`src/cplm_pkg.sv`:
```
`default_nettype none

// ============================================================
// Shared widths and structs for the completion merge path
// ============================================================

package cplm_pkg;

    // Default data bus width in bytes, the top level passes it down
    localparam int BUS_BYTES = 8;

    // Request tag width, the metadata table has 2**TAG_W entries
    localparam int TAG_W = 8;

    // Byte length width, also the width of the saved metadata
    localparam int LEN_W = 24;

    // Request header as seen on the request channel
    typedef struct packed {
        logic             is_read;
        logic [TAG_W-1:0] tag;
        logic [LEN_W-1:0] len;
        logic [LEN_W-1:0] meta;
    } req_hdr_t;

    // Requests are header-only, so one beat carries a whole header
    typedef struct packed {
        req_hdr_t hdr;
        logic     last;
    } req_beat_t;

    // Completion header, fc marks the final piece of a read
    typedef struct packed {
        logic             is_cpl;
        logic [TAG_W-1:0] tag;
        logic [LEN_W-1:0] len;
        logic             fc;
        logic [LEN_W-1:0] meta;
    } cpl_hdr_t;

    // One completion beat
    // The header is only meaningful on the first beat of a piece
    typedef struct packed {
        cpl_hdr_t               hdr;
        logic [BUS_BYTES*8-1:0] data;
        logic [BUS_BYTES-1:0]   keep;
        logic                   last;
    } cpl_beat_t;

endpackage

`default_nettype wire

```
`src/req_len_recorder.sv`:
```
`timescale 1ns/1ps
`default_nettype none

// Request pass-through that records the length of every read
module req_len_recorder
    import cplm_pkg::*;
(
    input  logic             clk,
    input  logic             rst_n,

    // Upstream request channel
    input  req_beat_t        i_req,
    input  logic             i_req_valid,
    output logic             o_req_ready,

    // Downstream request channel
    output req_beat_t        o_req,
    output logic             o_req_valid,
    input  logic             i_req_ready,

    // Write port of the metadata table
    output logic             o_tbl_wr_en,
    output logic [TAG_W-1:0] o_tbl_wr_tag,
    output logic [LEN_W-1:0] o_tbl_wr_meta
);

    logic req_sop;
    logic req_accept;
    logic is_read;

    // Zero-latency path, the handshake goes straight through
    assign o_req_valid = i_req_valid;
    assign o_req_ready = i_req_ready;
    assign req_accept  = i_req_valid && i_req_ready;

    // Only a header beat may be taken as a read
    assign is_read = req_sop && i_req.hdr.is_read;

    // The length travels in the metadata field so that the merger
    // knows the full size of the read when pieces come back
    always_comb begin
        o_req = i_req;
        if (is_read) begin
            o_req.hdr.meta = i_req.hdr.len;
        end
    end

    always_ff @(posedge clk) begin
        if (!rst_n) begin
            req_sop     <= 1'b1;
            o_tbl_wr_en <= 1'b0;
        end else begin
            o_tbl_wr_en <= req_accept && is_read;
            if (req_accept) begin
                req_sop <= i_req.last;
            end
        end
    end

    // Original metadata is saved one cycle after the request is taken
    always_ff @(posedge clk) begin
        if (req_accept && is_read) begin
            o_tbl_wr_tag  <= i_req.hdr.tag;
            o_tbl_wr_meta <= i_req.hdr.meta;
        end
    end

endmodule

`default_nettype wire

```
`config.mk`:
```
export PLATFORM = sky130hd
export DESIGN_NAME = req_len_recorder
export DESIGN_NICKNAME = d
export VERILOG_FILES = /design/src/cplm_pkg.sv /design/src/req_len_recorder.sv
export SDC_FILE = /design/constraint.sdc
export NUM_CORES = 1
export LEC_CHECK = 0
export BUFFER_PORTS_ARGS = -buffer_cell sky130_fd_sc_hd__buf_2
export CAP_MARGIN = 20
export CORE_MARGIN = 4
export CORE_UTILIZATION = 40
export DETAILED_ROUTE_END_ITERATION = 10
export PLACE_DENSITY = 0.89
export RECOVER_POWER = 50
export SYNTH_ARGS = -nofsm -noshare
export SYNTH_HDL_FRONTEND = slang
export SYNTH_SLANG_ARGS = --single-unit
```
`constraint.sdc`:
```
create_clock -name clk -period 5.9 [get_ports clk]
set_input_delay 0.59 -clock clk [delete_from_list [all_inputs] [get_ports clk]]
set_output_delay 0.59 -clock clk [all_outputs]
set_load 0.01 [all_outputs]
```
==> run metrics <==
top post-synthesis cells by area=edfxtp_1, buf_4, mux2_4; sequential area share after synthesis=0.598; leading area contributor after synthesis=edfxtp_1; Sw Share=0.217; Die Ht=72.7 um; clk_lat worst skew=0.27 ns; worst slack at placement=~3.7 ns; status=finished, violations left; Num CTS Buffers=5; crit end category=output pin; final slew viol count=0; DR pass1 iterations=4; CP Class=in2out; cell area after synthesis=roughly 0.0017 sq mm; worst slew pin tran=between 1 and 1.5 ns; postcts setup bufs=0; Cell Int Power=494 uW; die width=72.7 um; setup violators final=0; clock root buffer=clkbuf_8; Period minus WS final=2.93 ns; sequential share of power=0.434; Layout area overhead=35.5%; largest net degree at the start of global routing=33; total of max-cap violations=1; crit path launch=i_req[57]; share of the synthesized area in the top cell type=0.574; CP Data Arrival Time=roughly 2.3 ns; PortBufs=154; FILL cells=roughly 370; Iteration-0 DRC Markers=54; core region area=0.00403 sq mm; Synth cell types=13; Mapped Nets=165; post-synthesis async set-or-reset flop share=0; layout cell share with drive strength beyond 1=0.542; Post-synth EDFFs=32; Clk pin slew, worst setup/hold paths=around 0.070 ns; Yosys Warn Count=0; worst hold start=req_sop; HPWL after detailed placement=approximately 3500 um; Hold WC Path Type=reg2reg; Mapped Cells=103; Post-synth top cells=buf_4, edfxtp_1, mux2_4; Worst Path Required=5.31 ns; most frequent cell after synthesis=buf_4; Antenna Nets Post-Route=0; initial core utilization=0.416; reg2reg start=req_sop; sw power=137 uW; final-report hold violation count=0; CTS tree=built; Worst slew margin=0.00308; first-pass GRT wire length=5920 um; RSZ-0062 raised after global routing=false; vias in the first global route=1212; num rows=23; total global routing overflow=0; Clock power frac=0.392; Power Density=between 200 and 300 mW/mm^2; number of nets in the layout=288; critical path peak fanout=26; DIE AREA=0.00528 sq mm; GP Congestion=0.787; vias per std cell=4.42; total wire length=4230 um; CTS H-tree lvls=2; failing checks=capacitance limit; I/O pin cnt=between 150 and 200; clock tree sinks=34; initial antenna violation count=0; drt wl/cell=15.3 um; hold_buf cts=0; overall global routing resource usage=0.150; setup_tns=0 ns; CP Launch Type=input port; Peak Freq=342 MHz; post_cts resized=0; flops & latches, synth=34; Comb pwr share=0.175; Main synth FF type=edfxtp_1; Hold Slack=0.478 ns; n_diodes=0; static leakage=0.00101 uW; via count=1223; # DRC=0; Setup WS post-layout=2.97 ns; syn avg cell area=16.3 sq um; Final Skew=0.00371 ns; clock buffer depth=2; final worst-path cycle share=0.496; Peak VDD IR=156 uV
==> area by class of cell <==
cell class,count,area (sq um),share of cell area
multi-input cells,30,377,0.166
repair buffers,154,692,0.305
inverters,1,3.75,0.00165
flip-flops and latches,34,1000,0.441
clock inverters,3,63.8,0.0281
clock buffers,5,68.8,0.0303
well taps,50,62.6,0.0276
==> state kept, by name, summed over array words and instances, names as in the netlist <==
| signal | count |
|---|---|
| o_tbl_wr_meta | 24 |
| o_tbl_wr_en | 1 |
| o_tbl_wr_tag | 8 |
| req_sop | 1 |
==> metal layers <==
metal  GRT usage  routed length (um)
met5           0                   0
met4      0.0758                  92
met3      0.0579                 366
met2       0.274                2310
met1       0.146                1460
==> metrics by stage <==
| step | instance area, sq um | util | instances | total power (uW) |
|---|---|---|---|---|
| after floorplan | 1670 | - | 103 | 352 |
| final | 2270 | 0.563 | 277 | 631 |
| after detailed placement | 2220 | 0.552 | 269 | 394 |
| after global placement | 2220 | 0.552 | 269 | 391 |
| after global routing | 2270 | 0.563 | 277 | 661 |
| after CTS | 2350 | 0.584 | 277 | 643 |
==> cell families (layout without fill, tap and decap cells) <==
| family | Yosys count | after routing | synth area share |
|---|---|---|---|
| muxes | 24 | 24 | 0.202 |
| AOI/OAI and AO/OA | 1 | 1 | 0.00523 |
| buffers and inverters | 39 | 163 | 0.177 |
| DFF | 34 | 34 | 0.598 |
| and+or+nand+nor | 5 | 5 | 0.0179 |
==> worst max-delay path, cell delays in order <==
cell,delay [ns]
buf_2,0.10
nand2_1,1.06
mux2_2,0.43
buf_2,0.15
==> layout by cell type, fill, tap and decap left out <==
master	netlist	layout
edfxtp_1	32	32
mux2_2	6	6
clkbuf_1	0	63
nand2_1	1	2
a211o_1	1	1
and3_1	1	1
clkinv_1	0	1
inv_1	1	1
dfxtp_1	2	2
buf_2	0	91
nor3_1	1	1
clkbuf_8	0	5
nor2_4	0	1
bufinv_16	0	2
mux2_4	18	18
==> power groups by stage <==
stage               clock network, uW  registers, uW  logic (uW)
floorplan                           0            283        69.2
global placement                    0            279         112
detailed placement                  0            279         115
CTS                               254            274         115
global route                      268            274         119
finish                            247            274         110
==> worst paths after layout <==
| path | end | cells past startpoint | slack, ns |
|---|---|---|---|
| max | o_req[4] | 4 | 2.97 |
| min | req_sop | 1 | 0.48 |
| max reg2reg | o_tbl_wr_meta[5] | 2 | 3.28 |
| min reg2reg | req_sop | 1 | 0.48 |
(Power assumes the default switching activity.)
