File: src/cplm_pkg.sv
`default_nettype none

// ============================================================
// Shared widths and structs for the completion merge path
// ============================================================

package cplm_pkg;

    // Default data bus width in bytes, the top level passes it down
    localparam int BUS_BYTES = 8;

    // Request tag width, the metadata table has 2**TAG_W entries
    localparam int TAG_W = 8;

    // Byte length width, also the width of the saved metadata
    localparam int LEN_W = 24;

    // Request header as seen on the request channel
    typedef struct packed {
        logic             is_read;
        logic [TAG_W-1:0] tag;
        logic [LEN_W-1:0] len;
        logic [LEN_W-1:0] meta;
    } req_hdr_t;

    // Requests are header-only, so one beat carries a whole header
    typedef struct packed {
        req_hdr_t hdr;
        logic     last;
    } req_beat_t;

    // Completion header, fc marks the final piece of a read
    typedef struct packed {
        logic             is_cpl;
        logic [TAG_W-1:0] tag;
        logic [LEN_W-1:0] len;
        logic             fc;
        logic [LEN_W-1:0] meta;
    } cpl_hdr_t;

    // One completion beat
    // The header is only meaningful on the first beat of a piece
    typedef struct packed {
        cpl_hdr_t               hdr;
        logic [BUS_BYTES*8-1:0] data;
        logic [BUS_BYTES-1:0]   keep;
        logic                   last;
    } cpl_beat_t;

endpackage

`default_nettype wire

File: src/cpl_piece_aligner.sv
`timescale 1ns/1ps
`default_nettype none

// First merge stage
// Follows piece boundaries, rotates data of later pieces into place
// and builds the lane mask used by the merger
module cpl_piece_aligner
    import cplm_pkg::*;
#(
    parameter int BUS_BYTES = cplm_pkg::BUS_BYTES
) (
    input  logic                 clk,
    input  logic                 rst_n,

    input  cpl_beat_t            i_cpl,
    input  logic                 i_cpl_valid,
    output logic                 o_cpl_ready,

    output cpl_beat_t            o_beat,
    output logic                 o_beat_valid,
    input  logic                 i_beat_ready,
    output logic [BUS_BYTES-1:0] o_rot_mask,

    output logic                 o_tbl_rd_en,
    output logic [TAG_W-1:0]     o_tbl_rd_tag,
    output logic                 o_error
);

    localparam int ROT_W = $clog2(BUS_BYTES);
    localparam int DW    = BUS_BYTES * 8;

    logic                 accept;
    logic                 piece_sop;
    logic                 orig_sop;
    logic                 first_q;
    logic                 fc_q;
    logic                 final_q;
    logic                 hdr_fc;
    logic                 cur_first;
    logic                 cur_fc;
    logic                 final_last;
    logic [ROT_W-1:0]     rot_next;
    logic [ROT_W-1:0]     rot_cur;
    logic [TAG_W-1:0]     tag_q;
    logic [2*DW-1:0]      data_dbl;
    logic [2*BUS_BYTES-1:0] keep_dbl;

    // ============================================================
    // Piece tracking
    // ============================================================

    // The output register takes a beat when it is empty or emptying
    assign o_cpl_ready = (!o_beat_valid || i_beat_ready) && !o_error;
    assign accept      = i_cpl_valid && o_cpl_ready;

    // A non-completion can never be split, so it is its own final piece
    assign hdr_fc = !i_cpl.hdr.is_cpl || i_cpl.hdr.fc;

    // Header flags are only present on the first beat of a piece
    assign cur_first  = piece_sop ? orig_sop : first_q;
    assign cur_fc     = piece_sop ? hdr_fc : fc_q;
    assign final_last = i_cpl.last && cur_fc;

    // Later pieces all start bus aligned, so one rotation serves them all
    assign rot_cur = cur_first ? '0 : rot_next;

    // Metadata is looked up once per original read
    assign o_tbl_rd_en  = accept && piece_sop && orig_sop;
    assign o_tbl_rd_tag = i_cpl.hdr.tag;

    // ============================================================
    // Byte rotation upward by rot_cur lanes
    // ============================================================

    assign data_dbl = {i_cpl.data, i_cpl.data} << {rot_cur, 3'b000};
    assign keep_dbl = {i_cpl.keep, i_cpl.keep} << rot_cur;

    always_ff @(posedge clk) begin
        if (!rst_n) begin
            o_beat_valid <= 1'b0;
            piece_sop    <= 1'b1;
            orig_sop     <= 1'b1;
            first_q      <= 1'b1;
            fc_q         <= 1'b1;
            final_q      <= 1'b0;
            rot_next     <= '0;
            o_rot_mask   <= '1;
            o_error      <= 1'b0;
        end else begin
            if (i_beat_ready) begin
                o_beat_valid <= 1'b0;
            end
            if (accept) begin
                o_beat_valid <= 1'b1;
                piece_sop    <= i_cpl.last;
                final_q      <= final_last;

                if (piece_sop) begin
                    orig_sop <= hdr_fc;
                    first_q  <= orig_sop;
                    fc_q     <= hdr_fc;
                    if (orig_sop) begin
                        // Bytes of the first piece left over above the bus width
                        rot_next <= i_cpl.hdr.len[ROT_W-1:0];
                    end else if (i_cpl.hdr.tag != tag_q || !i_cpl.hdr.is_cpl) begin
                        // Another read or a non-completion broke into the split
                        o_error <= 1'b1;
                    end
                end

                // The previous packet has left the register, drop its mask
                if (final_q) begin
                    o_rot_mask <= '1;
                end

                // Free lanes of the first piece's last beat take the next piece
                if (i_cpl.last && cur_first && !cur_fc) begin
                    o_rot_mask <= i_cpl.keep[BUS_BYTES-1] ? '1 : ~i_cpl.keep;
                end
            end
        end
    end

    always_ff @(posedge clk) begin
        if (accept) begin
            o_beat.hdr  <= cur_first ? i_cpl.hdr : '0;
            o_beat.data <= data_dbl[2*DW-1 -: DW];
            o_beat.keep <= keep_dbl[2*BUS_BYTES-1 -: BUS_BYTES];
            o_beat.last <= final_last;
            if (piece_sop && orig_sop) begin
                tag_q <= i_cpl.hdr.tag;
            end
        end
    end

endmodule

`default_nettype wire

File: config.mk
export PLATFORM = sky130hd
export DESIGN_NAME = cpl_piece_aligner
export DESIGN_NICKNAME = d
export VERILOG_FILES = /design/src/cplm_pkg.sv /design/src/cpl_piece_aligner.sv
export SDC_FILE = /design/constraint.sdc
export NUM_CORES = 1
export LEC_CHECK = 0
export ABC_CLOCK_PERIOD_IN_PS = 5800
export BUFFER_PORTS_ARGS = -buffer_cell sky130_fd_sc_hd__buf_2
export CORE_MARGIN = 2
export CORE_UTILIZATION = 50
export DETAILED_ROUTE_END_ITERATION = 8
export PLACE_DENSITY = 0.82
export SLEW_MARGIN = 25
export SYNTH_ARGS = -nofsm -noshare
export SYNTH_HDL_FRONTEND = slang
export SYNTH_SLANG_ARGS = --single-unit
File: constraint.sdc
create_clock -name clk -period 5.8 [get_ports clk]
set_input_delay 1.16 -clock clk [delete_from_list [all_inputs] [get_ports clk]]
set_output_delay 1.16 -clock clk [all_outputs]
set_load 0.03 [all_outputs]
==> results.cfg <==
[synth]
yosysUniqueCellTypes = 36
synth-seq-cells = 156
synthCells = 813
syn_area_per_cell_um2 = 11.2
syn_area_um2 = 9140
synth.net_count = 948
yosysSeqAreaShare_pct = 49.4
synth_warnings = 0

[timing]
setup_viol = 0
finalSetupTns_ps = 0
slew_violations = 0
grt_setup_unrepaired = false
min_period_ps = 3300
timing.fmax_ghz = 0.303
hold_viol_final = 0
setup_ws_ps = 2500
fin_worst_skew_ps = 8.77
worst_pin_slew_ps = 1020
slew_headroom_pct = 32.0
period_share_pct = 56.9
hold-worst-slack_ps = 453

[clock_network]
cts_buffers = 17
hold_buffers = 0
clockBufferDepth = 2
clkSlewWorstSetupHoldPaths_ps = 60
h-tree-depth = 4
cts_tree = built
cts_resized = 0
clock_latency_ps = 420
clock-root-buffer = clkbuf_16
clkSinkCount = 156
post_cts.repair.setup_buffers = 0

[power]
clockPowerShare_pct = 33.8
power.internal_mw = 2.12
pwr-share-comb_pct = 21.8
p_switching_mw = 0.999
p_sw_share_pct = 32.0
peakVddDrop_uv = 205
power.density_nw_per_um2 = 282
p_leak_nw = 4.19
seq_power_share_pct = 44.3

[layout]
final_layout_size_suffix_gt1_share_pct = 34.5
fillerInstances = 1440
final_cell_count_no_fill = 1273
diodes = 0
syn_to_final_growth_pct = 21.1
nets = 1166

[run]
cap_violations = 0

[worst_setup_path]
cp_max_fo = 8
cp_cell_sequence = buf_2, nand2b_1, nand4_1, nor2_1, buf_2
cp_num_cells = 5
reg2reg_setup_slack_ps = 2890
worst-path-buf-inv = 2
cp_common_cell = buf_2
reg2regPathDepth = 4
start_kind = input pin
r2r_end = o_beat[26]$_DFFE_PP_
r2r_start = rot_next[1]$_SDFFE_PN0P_
crit_type = input pin to primary output
end_kind = primary output
max_stage_delay_ps = 260
slowest_stage = nand4_1
crit_required_ps = 4640
critPathLaunch = i_beat_ready
endpoint = o_tbl_rd_en
cp_data_arrival_time_ps = 2140
crit_family = simple AND/OR/NAND/NOR gates

[place]
io_buffers = 284
post-place-ws_ps = 2420
dp_cells = 1241
gp_congestion = 0.787
hpwlAfterDp_um = 16200

[outcome]
status = complete, no violations

[routing]
dr.pass1.iters = 5
vias_per_cell = 6.15
via_count = 7823
drtIter0Drc = 588
finalWirelength_um = 24400
wl_per_cell_um = 19.2
ant_nets = 0
drcViolationCount = 0

[worst_hold_path]
hp-class = flip-flop to flip-flop
hold_start = o_rot_mask[5]$_SDFFE_PN1P_

[grt]
grt_pass1_vias = 7023
overflow = 0
grt_max_degree = 123
grt_first_pass_wirelength_um = 38100
busiest_layer = met2
antenna_found_initial = 0
grt_util_met1_pct = 33.3
grt_util_all_layers_pct = 24.3
use_met2_pct = 39.5
grt.met3_usage_pct = 3.97

[die]
initial_core_util_pct = 50.9
fp.dieH_um = 139
rows = 49
coreArea_um2 = 18000
die_x_um = 139
die-area_um2 = 19400
top_level_ports = 286
state kept, by name (all words and copies together), names as in the netlist:
name / cells
fc_q: 1
final_q: 1
first_q: 1
o_beat: 131
o_beat_valid: 1
o_error: 1
o_rot_mask: 7
orig_sop: 1
piece_sop: 1
rot_next: 3
tag_q: 8
worst min-delay path by stage:
stage	endpoint	slack [ps]	cells after the start
2_1_floorplan	first_q$_SDFFE_PN1P_	460	1
3_3_place_gp	o_rot_mask[5]$_SDFFE_PN1P_	440	2
3_5_place_dp	o_rot_mask[5]$_SDFFE_PN1P_	440	2
4_1_cts	o_rot_mask[5]$_SDFFE_PN1P_	460	2
5_1_grt	o_rot_mask[0]$_SDFFE_PN1P_	480	2
6_report	o_rot_mask[5]$_SDFFE_PN1P_	450	2
power by group through the flow:
| stage | Combinational, mW | Sequential [mW] | Clock [mW] |
|---|---|---|---|
| after floorplan | 0.317 | 1.56 | 0 |
| after global placement | 0.666 | 1.41 | 0 |
| after detailed placement | 0.679 | 1.41 | 0 |
| after CTS | 0.682 | 1.38 | 1.08 |
| after global routing | 0.730 | 1.39 | 1.12 |
| final | 0.682 | 1.38 | 1.06 |
synth_stat cells (all sizes together):
| cell type | n | share of area, % |
|---|---|---|
| and2 | 59 | 4.0 |
| conb | 1 | 0.041 |
| o221a | 1 | 0.12 |
| buf | 31 | 2.2 |
| inv | 11 | 0.45 |
| and4 | 1 | 0.096 |
| a22oi | 7 | 0.58 |
| mux2 | 1 | 0.16 |
| or2 | 1 | 0.069 |
| nand2 | 74 | 3.0 |
| nor3b | 2 | 0.16 |
| clkbuf | 65 | 2.7 |
| nor2 | 8 | 0.33 |
| a21oi | 4 | 0.22 |
| nand3 | 77 | 4.2 |
| xor2 | 4 | 0.38 |
| mux2i | 75 | 8.2 |
| a22o | 1 | 0.096 |
| or4b | 72 | 7.9 |
| and3b | 1 | 0.096 |
| a211o | 1 | 0.096 |
| nand4 | 2 | 0.14 |
| o21ai | 5 | 0.27 |
| dfxtp | 17 | 3.7 |
| edfxtp | 139 | 46 |
| xnor2 | 4 | 0.38 |
| o221ai | 72 | 6.9 |
| nand2b | 2 | 0.14 |
| nor4 | 2 | 0.21 |
| o211ai | 73 | 7.4 |
metrics by stage:
step                area (um2)  util [%]  power, mW
detailed placement       10500      58.5       2.09
global placement         10500      58.5       2.07
floorplan                 9140         -       1.87
finish                   11100      61.6       3.12
CTS                      11100      61.6       3.14
global route             11100      61.6       3.25
metal layers:
metal,vias to the layer above,part of all wire (%)
li1,3644,-
met1,3816,42
met2,330,50
met3,33,6.1
met4,0,1.9
met5,-,0
area by class of cell:
| class | count | area, um2 | share of cell area [%] |
|---|---|---|---|
| Clock inverter | 14 | 123 | 1.11 |
| Tap cell | 229 | 287 | 2.59 |
| Clock buffer | 18 | 429 | 3.88 |
| Inverter | 11 | 43.8 | 0.396 |
| Sequential cell | 156 | 4520 | 40.9 |
| Timing Repair Buffer | 295 | 1510 | 13.7 |
| Multi-Input combinational cell | 550 | 4150 | 37.5 |
placed cells by master (no fill, tap or decap), types with 5 or more instances in the layout:
cell type,instances
buf_2,284
edfxtp_1,139
nand3_1,77
mux2i_1,74
nand2_1,73
or4b_1,72
o221ai_1,72
and2_1,59
o211ai_1,48
o211ai_2,25
clkbuf_16,17
dfxtp_1,15
inv_1,10
buf_4,10
nor2_1,8
a22oi_1,7
inv_6,6
o21ai_0,5
logic make-up after synthesis:
family	count (synthesis)	share of synthesized area [%]
compound gates	164	15.7
xor+xnor	8	0.767
buf+inv	107	5.34
flops	156	49.4
mux	76	8.38
other cells	1	0.0410
simple gates	301	20.4
worst min-delay path: cells and delay by family (launching register included):
family | cells | cell delay (ps)
compound gates | 1 | 50
buf+inv | 1 | 50
flops | 1 | 310
No activity file was read; power rests on OpenSTA's default activity.
