**src/cplm_pkg.sv**
```systemverilog
`default_nettype none

// ============================================================
// Shared widths and structs for the completion merge path
// ============================================================

package cplm_pkg;

    // Default data bus width in bytes, the top level passes it down
    localparam int BUS_BYTES = 8;

    // Request tag width, the metadata table has 2**TAG_W entries
    localparam int TAG_W = 8;

    // Byte length width, also the width of the saved metadata
    localparam int LEN_W = 24;

    // Request header as seen on the request channel
    typedef struct packed {
        logic             is_read;
        logic [TAG_W-1:0] tag;
        logic [LEN_W-1:0] len;
        logic [LEN_W-1:0] meta;
    } req_hdr_t;

    // Requests are header-only, so one beat carries a whole header
    typedef struct packed {
        req_hdr_t hdr;
        logic     last;
    } req_beat_t;

    // Completion header, fc marks the final piece of a read
    typedef struct packed {
        logic             is_cpl;
        logic [TAG_W-1:0] tag;
        logic [LEN_W-1:0] len;
        logic             fc;
        logic [LEN_W-1:0] meta;
    } cpl_hdr_t;

    // One completion beat
    // The header is only meaningful on the first beat of a piece
    typedef struct packed {
        cpl_hdr_t               hdr;
        logic [BUS_BYTES*8-1:0] data;
        logic [BUS_BYTES-1:0]   keep;
        logic                   last;
    } cpl_beat_t;

endpackage

`default_nettype wire

```
**src/cpl_beat_merger.sv**
```systemverilog
`timescale 1ns/1ps
`default_nettype none

// Second merge stage
// Joins rotated beats with the leftover lanes of the previous beat
// and puts the original length and metadata back into the header
module cpl_beat_merger
    import cplm_pkg::*;
#(
    parameter int BUS_BYTES = cplm_pkg::BUS_BYTES
) (
    input  logic                 clk,
    input  logic                 rst_n,

    input  cpl_beat_t            i_beat,
    input  logic                 i_beat_valid,
    output logic                 o_beat_ready,
    input  logic [BUS_BYTES-1:0] i_rot_mask,
    input  logic [LEN_W-1:0]     i_tbl_meta,

    output cpl_beat_t            o_cpl,
    output logic                 o_cpl_valid,
    input  logic                 i_cpl_ready
);

    localparam int DW = BUS_BYTES * 8;

    logic                 adv;
    logic                 accept;
    logic                 emit;
    logic                 must_drain;
    logic                 drain_next;
    logic                 in_sop;
    logic                 out_sop;
    logic [DW-1:0]        prev_data;
    logic [BUS_BYTES-1:0] prev_keep;
    logic [DW-1:0]        mrg_data;
    logic [BUS_BYTES-1:0] mrg_keep;
    logic [DW-1:0]        drn_data;
    cpl_hdr_t             hdr_q;
    cpl_hdr_t             hdr_src;
    cpl_hdr_t             hdr_rst;

    assign adv          = !o_cpl_valid || i_cpl_ready;
    assign o_beat_ready = adv && !must_drain;
    assign accept       = i_beat_valid && o_beat_ready;

    // A beat is complete once its top lane is filled or the packet ends
    assign emit = i_beat.keep[BUS_BYTES-1] || i_beat.last;

    // Wrapped bytes of the final beat need one more output beat
    assign drain_next = !i_rot_mask[0] && i_beat.keep[0];

    // ============================================================
    // Lane select and header restore
    // ============================================================

    always_comb begin
        mrg_keep = (~i_rot_mask & prev_keep) | (i_rot_mask & i_beat.keep);
        for (int i = 0; i < BUS_BYTES; i++) begin
            mrg_data[i*8 +: 8] = i_rot_mask[i] ? i_beat.data[i*8 +: 8] : prev_data[i*8 +: 8];
            if (!mrg_keep[i]) begin
                mrg_data[i*8 +: 8] = '0;
            end
            drn_data[i*8 +: 8] = prev_keep[i] ? prev_data[i*8 +: 8] : 8'h00;
        end
    end

    // The packet header may have arrived on an earlier beat
    assign hdr_src = in_sop ? i_beat.hdr : hdr_q;

    // The length rode in the metadata field on the way out
    always_comb begin
        hdr_rst      = hdr_src;
        hdr_rst.len  = hdr_src.meta;
        hdr_rst.meta = i_tbl_meta;
        hdr_rst.fc   = 1'b1;
    end

    always_ff @(posedge clk) begin
        if (!rst_n) begin
            o_cpl_valid <= 1'b0;
            must_drain  <= 1'b0;
            prev_keep   <= '1;
            in_sop      <= 1'b1;
            out_sop     <= 1'b1;
        end else begin
            if (adv) begin
                o_cpl_valid <= 1'b0;
            end
            if (adv && must_drain) begin
                o_cpl_valid <= 1'b1;
                must_drain  <= 1'b0;
                prev_keep   <= '1;
                out_sop     <= 1'b1;
            end else if (accept) begin
                o_cpl_valid <= emit;
                must_drain  <= i_beat.last && drain_next;
                in_sop      <= i_beat.last;
                if (i_beat.last && !drain_next) begin
                    prev_keep <= '1;
                end else begin
                    prev_keep <= i_beat.keep & ~i_rot_mask;
                end
                if (emit) begin
                    out_sop <= i_beat.last && !drain_next;
                end
            end
        end
    end

    // Output payload, the table value is sampled with the first beat
    always_ff @(posedge clk) begin
        if (adv && must_drain) begin
            o_cpl.hdr  <= '0;
            o_cpl.data <= drn_data;
            o_cpl.keep <= prev_keep;
            o_cpl.last <= 1'b1;
        end else if (accept) begin
            o_cpl.hdr  <= out_sop ? hdr_rst : '0;
            o_cpl.data <= mrg_data;
            o_cpl.keep <= mrg_keep;
            o_cpl.last <= i_beat.last && !drain_next;
            prev_data  <= i_beat.data;
            if (in_sop) begin
                hdr_q <= i_beat.hdr;
            end
        end
    end

endmodule

`default_nettype wire

```
**config.mk**
```make
export PLATFORM = sky130hd
export DESIGN_NAME = cpl_beat_merger
export DESIGN_NICKNAME = d
export VERILOG_FILES = /design/src/cplm_pkg.sv /design/src/cpl_beat_merger.sv
export SDC_FILE = /design/constraint.sdc
export NUM_CORES = 1
export LEC_CHECK = 0
export ABC_AREA = 1
export BUFFER_PORTS_ARGS = -buffer_cell sky130_fd_sc_hd__buf_2
export CORE_MARGIN = 8
export CORE_UTILIZATION = 45
export CTS_BUF_LIST = sky130_fd_sc_hd__clkbuf_8
export CTS_CLUSTER_DIAMETER = 80
export DETAILED_ROUTE_END_ITERATION = 10
export GPL_ROUTABILITY_DRIVEN = 0
export GPL_TIMING_DRIVEN = 0
export PLACE_DENSITY = 0.71
export SLEW_MARGIN = 20
export SYNTH_ARGS = -nofsm -noshare
export SYNTH_HDL_FRONTEND = slang
export SYNTH_SLANG_ARGS = --single-unit
```
**constraint.sdc**
```tcl
create_clock -name clk -period 3.25 [get_ports clk]
set_input_delay 0.325 -clock clk [delete_from_list [all_inputs] [get_ports clk]]
set_output_delay 0.325 -clock clk [all_outputs]
set_load 0.005 [all_outputs]
```
==> out/results.ini, run 1 <==
[run_status]
status = complete, no violations

[synth]
yosys.area.top_type = edfxtp_1
synth_edf_count = 169
synth_fp_nets = 1231
avgSynthCellArea_um2 = 9.32
syn_inst = 1064
synth-async-reset-ratio_pct = 0
synthesis.area_um2 = 9920
netlist.area_leader.share_pct = 51.2
ys_warn_count = 0
ys_seq_elements = 240
synthDistinctLibCells = 22
ys_dominant_reg_cell = edfxtp_1
netlist_top_cells_area = edfxtp_1 51%, nand2_1 21%, dfxtp_1 14%
ys_seq_area_share_pct = 65.5

[sta]
fin_skew_ns = 0.0308
maxSlewHeadroom_pct = 32.6
max_freq_mhz = 439
fin_crit_sh_pct = 70.0
hold_viol = 0
fin_crit_ns = 2.28
setup_ws_ns = 0.973
drv_slew = 0
rsz0062_at_grt = no
worstMarginPinSlew_ns = 1.01
setup_viol = 0

[clocking]
clock_latency_ns = 0.54
clk_pin_slew_ns = 0.07
clock-sinks = 240
cts_max_level = 2
clockRootBuffer = clkbuf_8
clockBufferDepth = 3
cts_setup_buffers = 0
cts_buffers = 40
cts_tree = built

[final_layout]
drive_gt1_share_pct = 24.5
layout.cells.non_filler = 1779
antenna_cells = 0
fin_util_pct = 60.8
area_growth_pct = 33.4
finish.net_count = 1635
design_area_um2 = 13200
n_fill_cell = 1828

[route]
postRouteAntennaNets = 0
firstDrtPassIters = 5
routedWlPerCell_um = 16.0
vias = 8489
drtIter0Drc = 500
viasPerCell = 4.77
routed_wl_um = 28500
drc_errors = 0

[die]
ios = 300
dieHeight_um = 164
die_area_um2 = 27100
dieWidth_um = 164
row_count = 54
start_util_pct = 45.6
core_area_um2 = 21800

[global_routing]
grt_pass1_wl_um = 44200
grt.total_usage_pct = 20.5
antenna_found_initial = 1
globalRouteOverflowTotal = 0
grt_pass1_vias = 8652
grt_max_degree = 107

[setup_path]
slowest_delay_ns = 0.78
cp_max_fo = 106
end_kind = flop
cpMaxStageDelayCell = buf_6
worst_ep_required_time_ns = 3.39
crit_family = buffers and inverters
cp_cell_sequence = inv_2 > nand3_4 > buf_8 > inv_4 > buf_6
cp.arrival_ns = 2.42
critical_path_buf_inv_count = 4
crit_path_start_kind = flop
worstSetupPathType = flop to flop

[flow_run]
max-cap-violations = 0

[power_and_ir_drop]
p_leak_nw = 6.40
power.density_nw_per_um2 = 543
finalPower_mw = 7.18
ir_drop_mv = 0.440

[place]
dp_hpwl_um = 19100
placed_cell_area_um2 = 11700
dp_cells = 1618
dpl_worst_slack_ns = 0.844
port_buffers = 273

[worst_hold_path]
hold_class = input port to flop

[cells in the mapped netlist, types with 2 or more instances]
cell type,instances
clkbuf_2,5
edfxtp_1,169
buf_2,16
buf_6,7
nand2_1,565
nand3_1,11
nand2_2,2
inv_2,3
inv_1,57
buf_4,2
nor2_1,14
o21ai_0,103
o21ai_2,9
clkbuf_1,7
o21ai_1,12
dfxtp_1,71
clkinv_1,6
[layer usage]
layer | vias up | GRT usage [%] | routed length, um
met2 | 339 | 35.1 | 13500
met5 | - | 0 | 15
li1 | 4256 | - | -
met1 | 3834 | 24.2 | 11600
met3 | 58 | 6.31 | 2640
met4 | 2 | 6.39 | 630
[cells by family (layout without fill, tap and decap cells)]
group | count (synthesis) | after routing | synth area share [%]
buffers and inverters | 105 | 540 | 4.98
AND/OR/NAND/NOR | 594 | 594 | 22.9
AO/OA/AOI/OAI | 125 | 125 | 6.65
flip-flops | 240 | 240 | 65.5
[placed cells by master, fill, tap and decap left out, types with 9 or more instances in the layout]
| cell | n |
|---|---|
| nand3_1 | 11 |
| edfxtp_1 | 169 |
| o21ai_1 | 12 |
| nand2_1 | 565 |
| o21ai_2 | 9 |
| dlygate4sd3_1 | 88 |
| o21ai_0 | 103 |
| clkbuf_8 | 41 |
| buf_2 | 289 |
| dfxtp_1 | 71 |
| clkinv_1 | 12 |
| inv_1 | 78 |
| nor2_1 | 14 |
[power by group]
| part | switching, mW | internal, mW | total (mW) |
|---|---|---|---|
| Clock | 1.19 | 1.17 | 2.37 |
| Combinational | 0.621 | 0.443 | 1.06 |
| Sequential | 0.127 | 3.63 | 3.75 |
| Total | 1.94 | 5.24 | 7.18 |
[cell type report]
| class | count | area (um^2) | share of cell area (%) |
|---|---|---|---|
| well taps | 280 | 350 | 2.65 |
| inverters | 67 | 256 | 1.94 |
| clock buffers | 41 | 564 | 4.26 |
| flip-flops and latches | 240 | 6500 | 49.1 |
| clock inverters | 32 | 131 | 0.993 |
| multi-input cells | 719 | 2930 | 22.1 |
| plain buffers | 38 | 240 | 1.82 |
| repair buffers | 362 | 2270 | 17.1 |
[flip-flops by register name, indices dropped and copies added, names as in the netlist]
name,flops
must_drain,1
o_cpl_valid,1
prev_data,64
o_cpl,131
in_sop,1
out_sop,1
prev_keep,8
hdr_q,33
[per-stage QoR]
step | hold slack, ns | setup TNS, ns
floorplan | 0.409 | 0
global placement | 0.432 | -27.14
detailed placement | 0.433 | 0
CTS | 0.000300 | 0
global route | 0.0398 | 0
finish | 0.0341 | 0
[path summary, 6_finish.rpt]
path	end	slack, ns	startpoint	depth (start not counted)
setup / recovery	prev_data[25]	0.97	must_drain	5
setup reg to reg	prev_data[25]	0.97	must_drain	5
hold reg to reg	o_cpl[86]	0.45	o_cpl[86]	2
hold / removal	in_sop	0.03	rst_n	2
[what timing repair did]
item	CTS	global route
hold buffers	87	1
resized for setup	0	0
endpoints found under the hold margin	87	1
[worst reg2reg max path, cell delays in order, from the launching register on]
cell and delay [ns]:
dfxtp_1 0.37, inv_2 0.10, nand3_4 0.19, buf_8 0.23
inv_4 0.15, buf_6 0.79
Note: power is estimated with default switching activity, not from simulation.
==> inputs of run 2 (changes only) <==
- ABC_AREA: 1 -> 0
- PLACE_DENSITY: 0.71 -> 0.73
- clock period: 3.25 -> 2.3 ns (I/O delays scaled with it)
==> run 2 against run 1 <==
Non-clock buffer count up 3. Register-to-register slack lost 0.70 ns. Area after synthesis decreased by 11%. Die area fell by 10%. Flip-flop and latch count stayed put. Sequential share of layout area is 3.9 points higher. Total power up 40%. Clock power increased by 42%. Routed wire length fell by 18%. Largest power group unchanged.
==> out/results.ini, run 2 <==
[run_status]
status = complete, no violations

[final_layout]
multi_input_area_um2 = 2130
finish.net_count = 1102
n_fill_cell = 1404
reg_top3 = o_cpl x131, prev_data x64, hdr_q x33
largest_register_ffs = 131
area_growth_pct = 39.5
layout.cells.non_filler = 1230
drive_gt1_share_pct = 41.8
mostFrequentLayoutCell = buf_2
largest-register = o_cpl
fin_util_pct = 63.5
layout_common_cells = 292 x buf_2, 169 x edfxtp_1, 121 x a22o_1
register_area_um2 = 6500

[synth]
netlist.area_leader.share_pct = 57.7
yosys.area.top_type = edfxtp_1
ys_top_cells_by_count = 169 x edfxtp_1, 121 x a22o_1, 71 x dfxtp_1, 33 x mux2_2, 19 x buf_2
synth_edf_count = 169
ys_seq_elements = 240
avgSynthCellArea_um2 = 16.8
synth_fp_nets = 691
syn_inst = 524
synthesis.area_um2 = 8790
synth-async-reset-ratio_pct = 0
yosysMostFrequentCell = edfxtp_1
ys_dominant_reg_cell = edfxtp_1
ys_seq_area_share_pct = 73.9
netlist_top_cells_area = edfxtp_1 58%, dfxtp_1 16%, a22o_1 12%
synthDistinctLibCells = 31
ys_warn_count = 0

[setup_path]
crit_family = buffers and inverters
cp.arrival_ns = 2.27
rr_startpoint = must_drain
crit_path_start_kind = flop
cp_cell_sequence = o21ai_2 > buf_2 > clkinvlp_4 > buf_12
cp-startpoint = must_drain
critical_path_buf_inv_count = 3
worst_ep_required_time_ns = 2.55
cp_max_fo = 39
slowest_delay_ns = 0.38
end_kind = flop
worstSetupPathType = flop to flop
cpMaxStageDelayCell = buf_2

[die]
dieWidth_um = 156
core_area_um2 = 19300
row_count = 51
start_util_pct = 45.5
dieHeight_um = 156
ios = 300
die_area_um2 = 24300

[clocking]
clk_pin_slew_ns = 0.06
clock-sinks = 240
cts_buffers = 40
clockRootBuffer = clkbuf_8
clock_latency_ns = 0.50
cts_tree = built
cts_setup_buffers = 0
cts_max_level = 2
clockBufferDepth = 3

[route]
routedWlPerCell_um = 19.0
firstDrtPassIters = 4
viasPerCell = 5.05
drtIter0Drc = 309
vias = 6209
postRouteAntennaNets = 0
drc_errors = 0
routed_wl_um = 23300

[sta]
rsz0062_at_grt = no
fin_crit_sh_pct = 88.0
fin_crit_ns = 2.02
hold_viol = 0
drv_slew = 0
worstMarginPinSlew_ns = 0.520
maxSlewHeadroom_pct = 65.2
fin_skew_ns = 0.0165
setup_viol = 0
max_freq_mhz = 494

[place]
dp_hpwl_um = 16000
port_buffers = 274
dp_cells = 1068

[worst_hold_path]
hold_start = i_beat[82]
hold_class = input port to flop

[global_routing]
grt_max_degree = 40
grt_pass1_wl_um = 36400
antenna_found_initial = 3
globalRouteOverflowTotal = 0
grt.total_usage_pct = 18.9
grt_pass1_vias = 6671

[flow_run]
max-cap-violations = 0

[power_and_ir_drop]
p_leak_nw = 5.27
finalPower_mw = 10.0
power.density_nw_per_um2 = 818
ir_drop_mv = 0.478

run 2: cell count changes in the layout (fill, tap and decap cells not counted), sizes merged, moves of 7 or more:
cell	delta
a22o	+121
nand3	-10
a21oi	+7
o211ai	+8
or2	+8
inv	-68
o211a	+8
nor2b	+17
nand2	-557
nor3	+8
nor2	-13
mux2	+33
o21ai	-113
run 2: per-layer routing:
layer  GRT usage (%)  vias up  share of wire [%]
met5               0        -              0.043
met1            22.1     2951                 40
met2            31.1      286                 47
li1                -     2928                  -
met4            6.24        2                1.7
met3            7.92       42                 11
run 2: kinds of logic (layout without fill, tap and decap cells):
family / Yosys count / count (layout) / share of synthesized area (%)
mux: 33 / 33 / 4.23
other cells: 0 / 2 / 0
flops: 240 / 240 / 73.9
simple gates: 53 / 53 / 4.40
buf+inv: 36 / 475 / 2.21
compound gates: 162 / 162 / 15.3
run 2: worst paths after layout:
| path | end | slack [ns] | depth (start not counted) |
|---|---|---|---|
| max | o_cpl[55] | 0.28 | 4 |
| min reg2reg | o_cpl[97] | 0.46 | 1 |
| max reg2reg | o_cpl[55] | 0.28 | 4 |
| min | hdr_q[9] | 0.05 | 2 |
run 2: area by class of cell:
class                      count  share of cell area [%]
tap                          265                    2.70
timing repair buffer         369                    19.4
sequential                   240                    53.0
buffer                        34                    1.57
antenna                        2                  0.0408
multi-input combinational    248                    17.4
inverter                       2                   0.122
clock inverter                28                    1.13
clock buffer                  42                    4.71
run 2: power by group:
part | switching (mW) | total (mW) | internal [mW]
Sequential | 0.162 | 5.28 | 5.12
Clock | 1.58 | 3.37 | 1.80
Combinational | 0.665 | 1.38 | 0.716
Total | 2.40 | 10.0 | 7.63
run 2: stage by stage:
step           hold slack, ns  setup slack (ns)  area [um^2]  TNS (ns)
2_1_floorplan           0.302            -0.145         8830    -14.06
5_1_grt                0.0120             0.132        12300         0
3_5_place_dp            0.426            -0.128        10600     -7.23
4_1_cts               0.00293            0.0468        12300         0
6_report               0.0491             0.277        12300         0
3_3_place_gp            0.426             -1.16        10500   -190.11
run 2: timing repair:
item / 4_1_cts / 5_1_grt
hold endpoints to repair: 105 / 0
resized for setup: 0 / 1
endpoints found under the setup margin: 0 / 63
hold buffers: 90 / 0
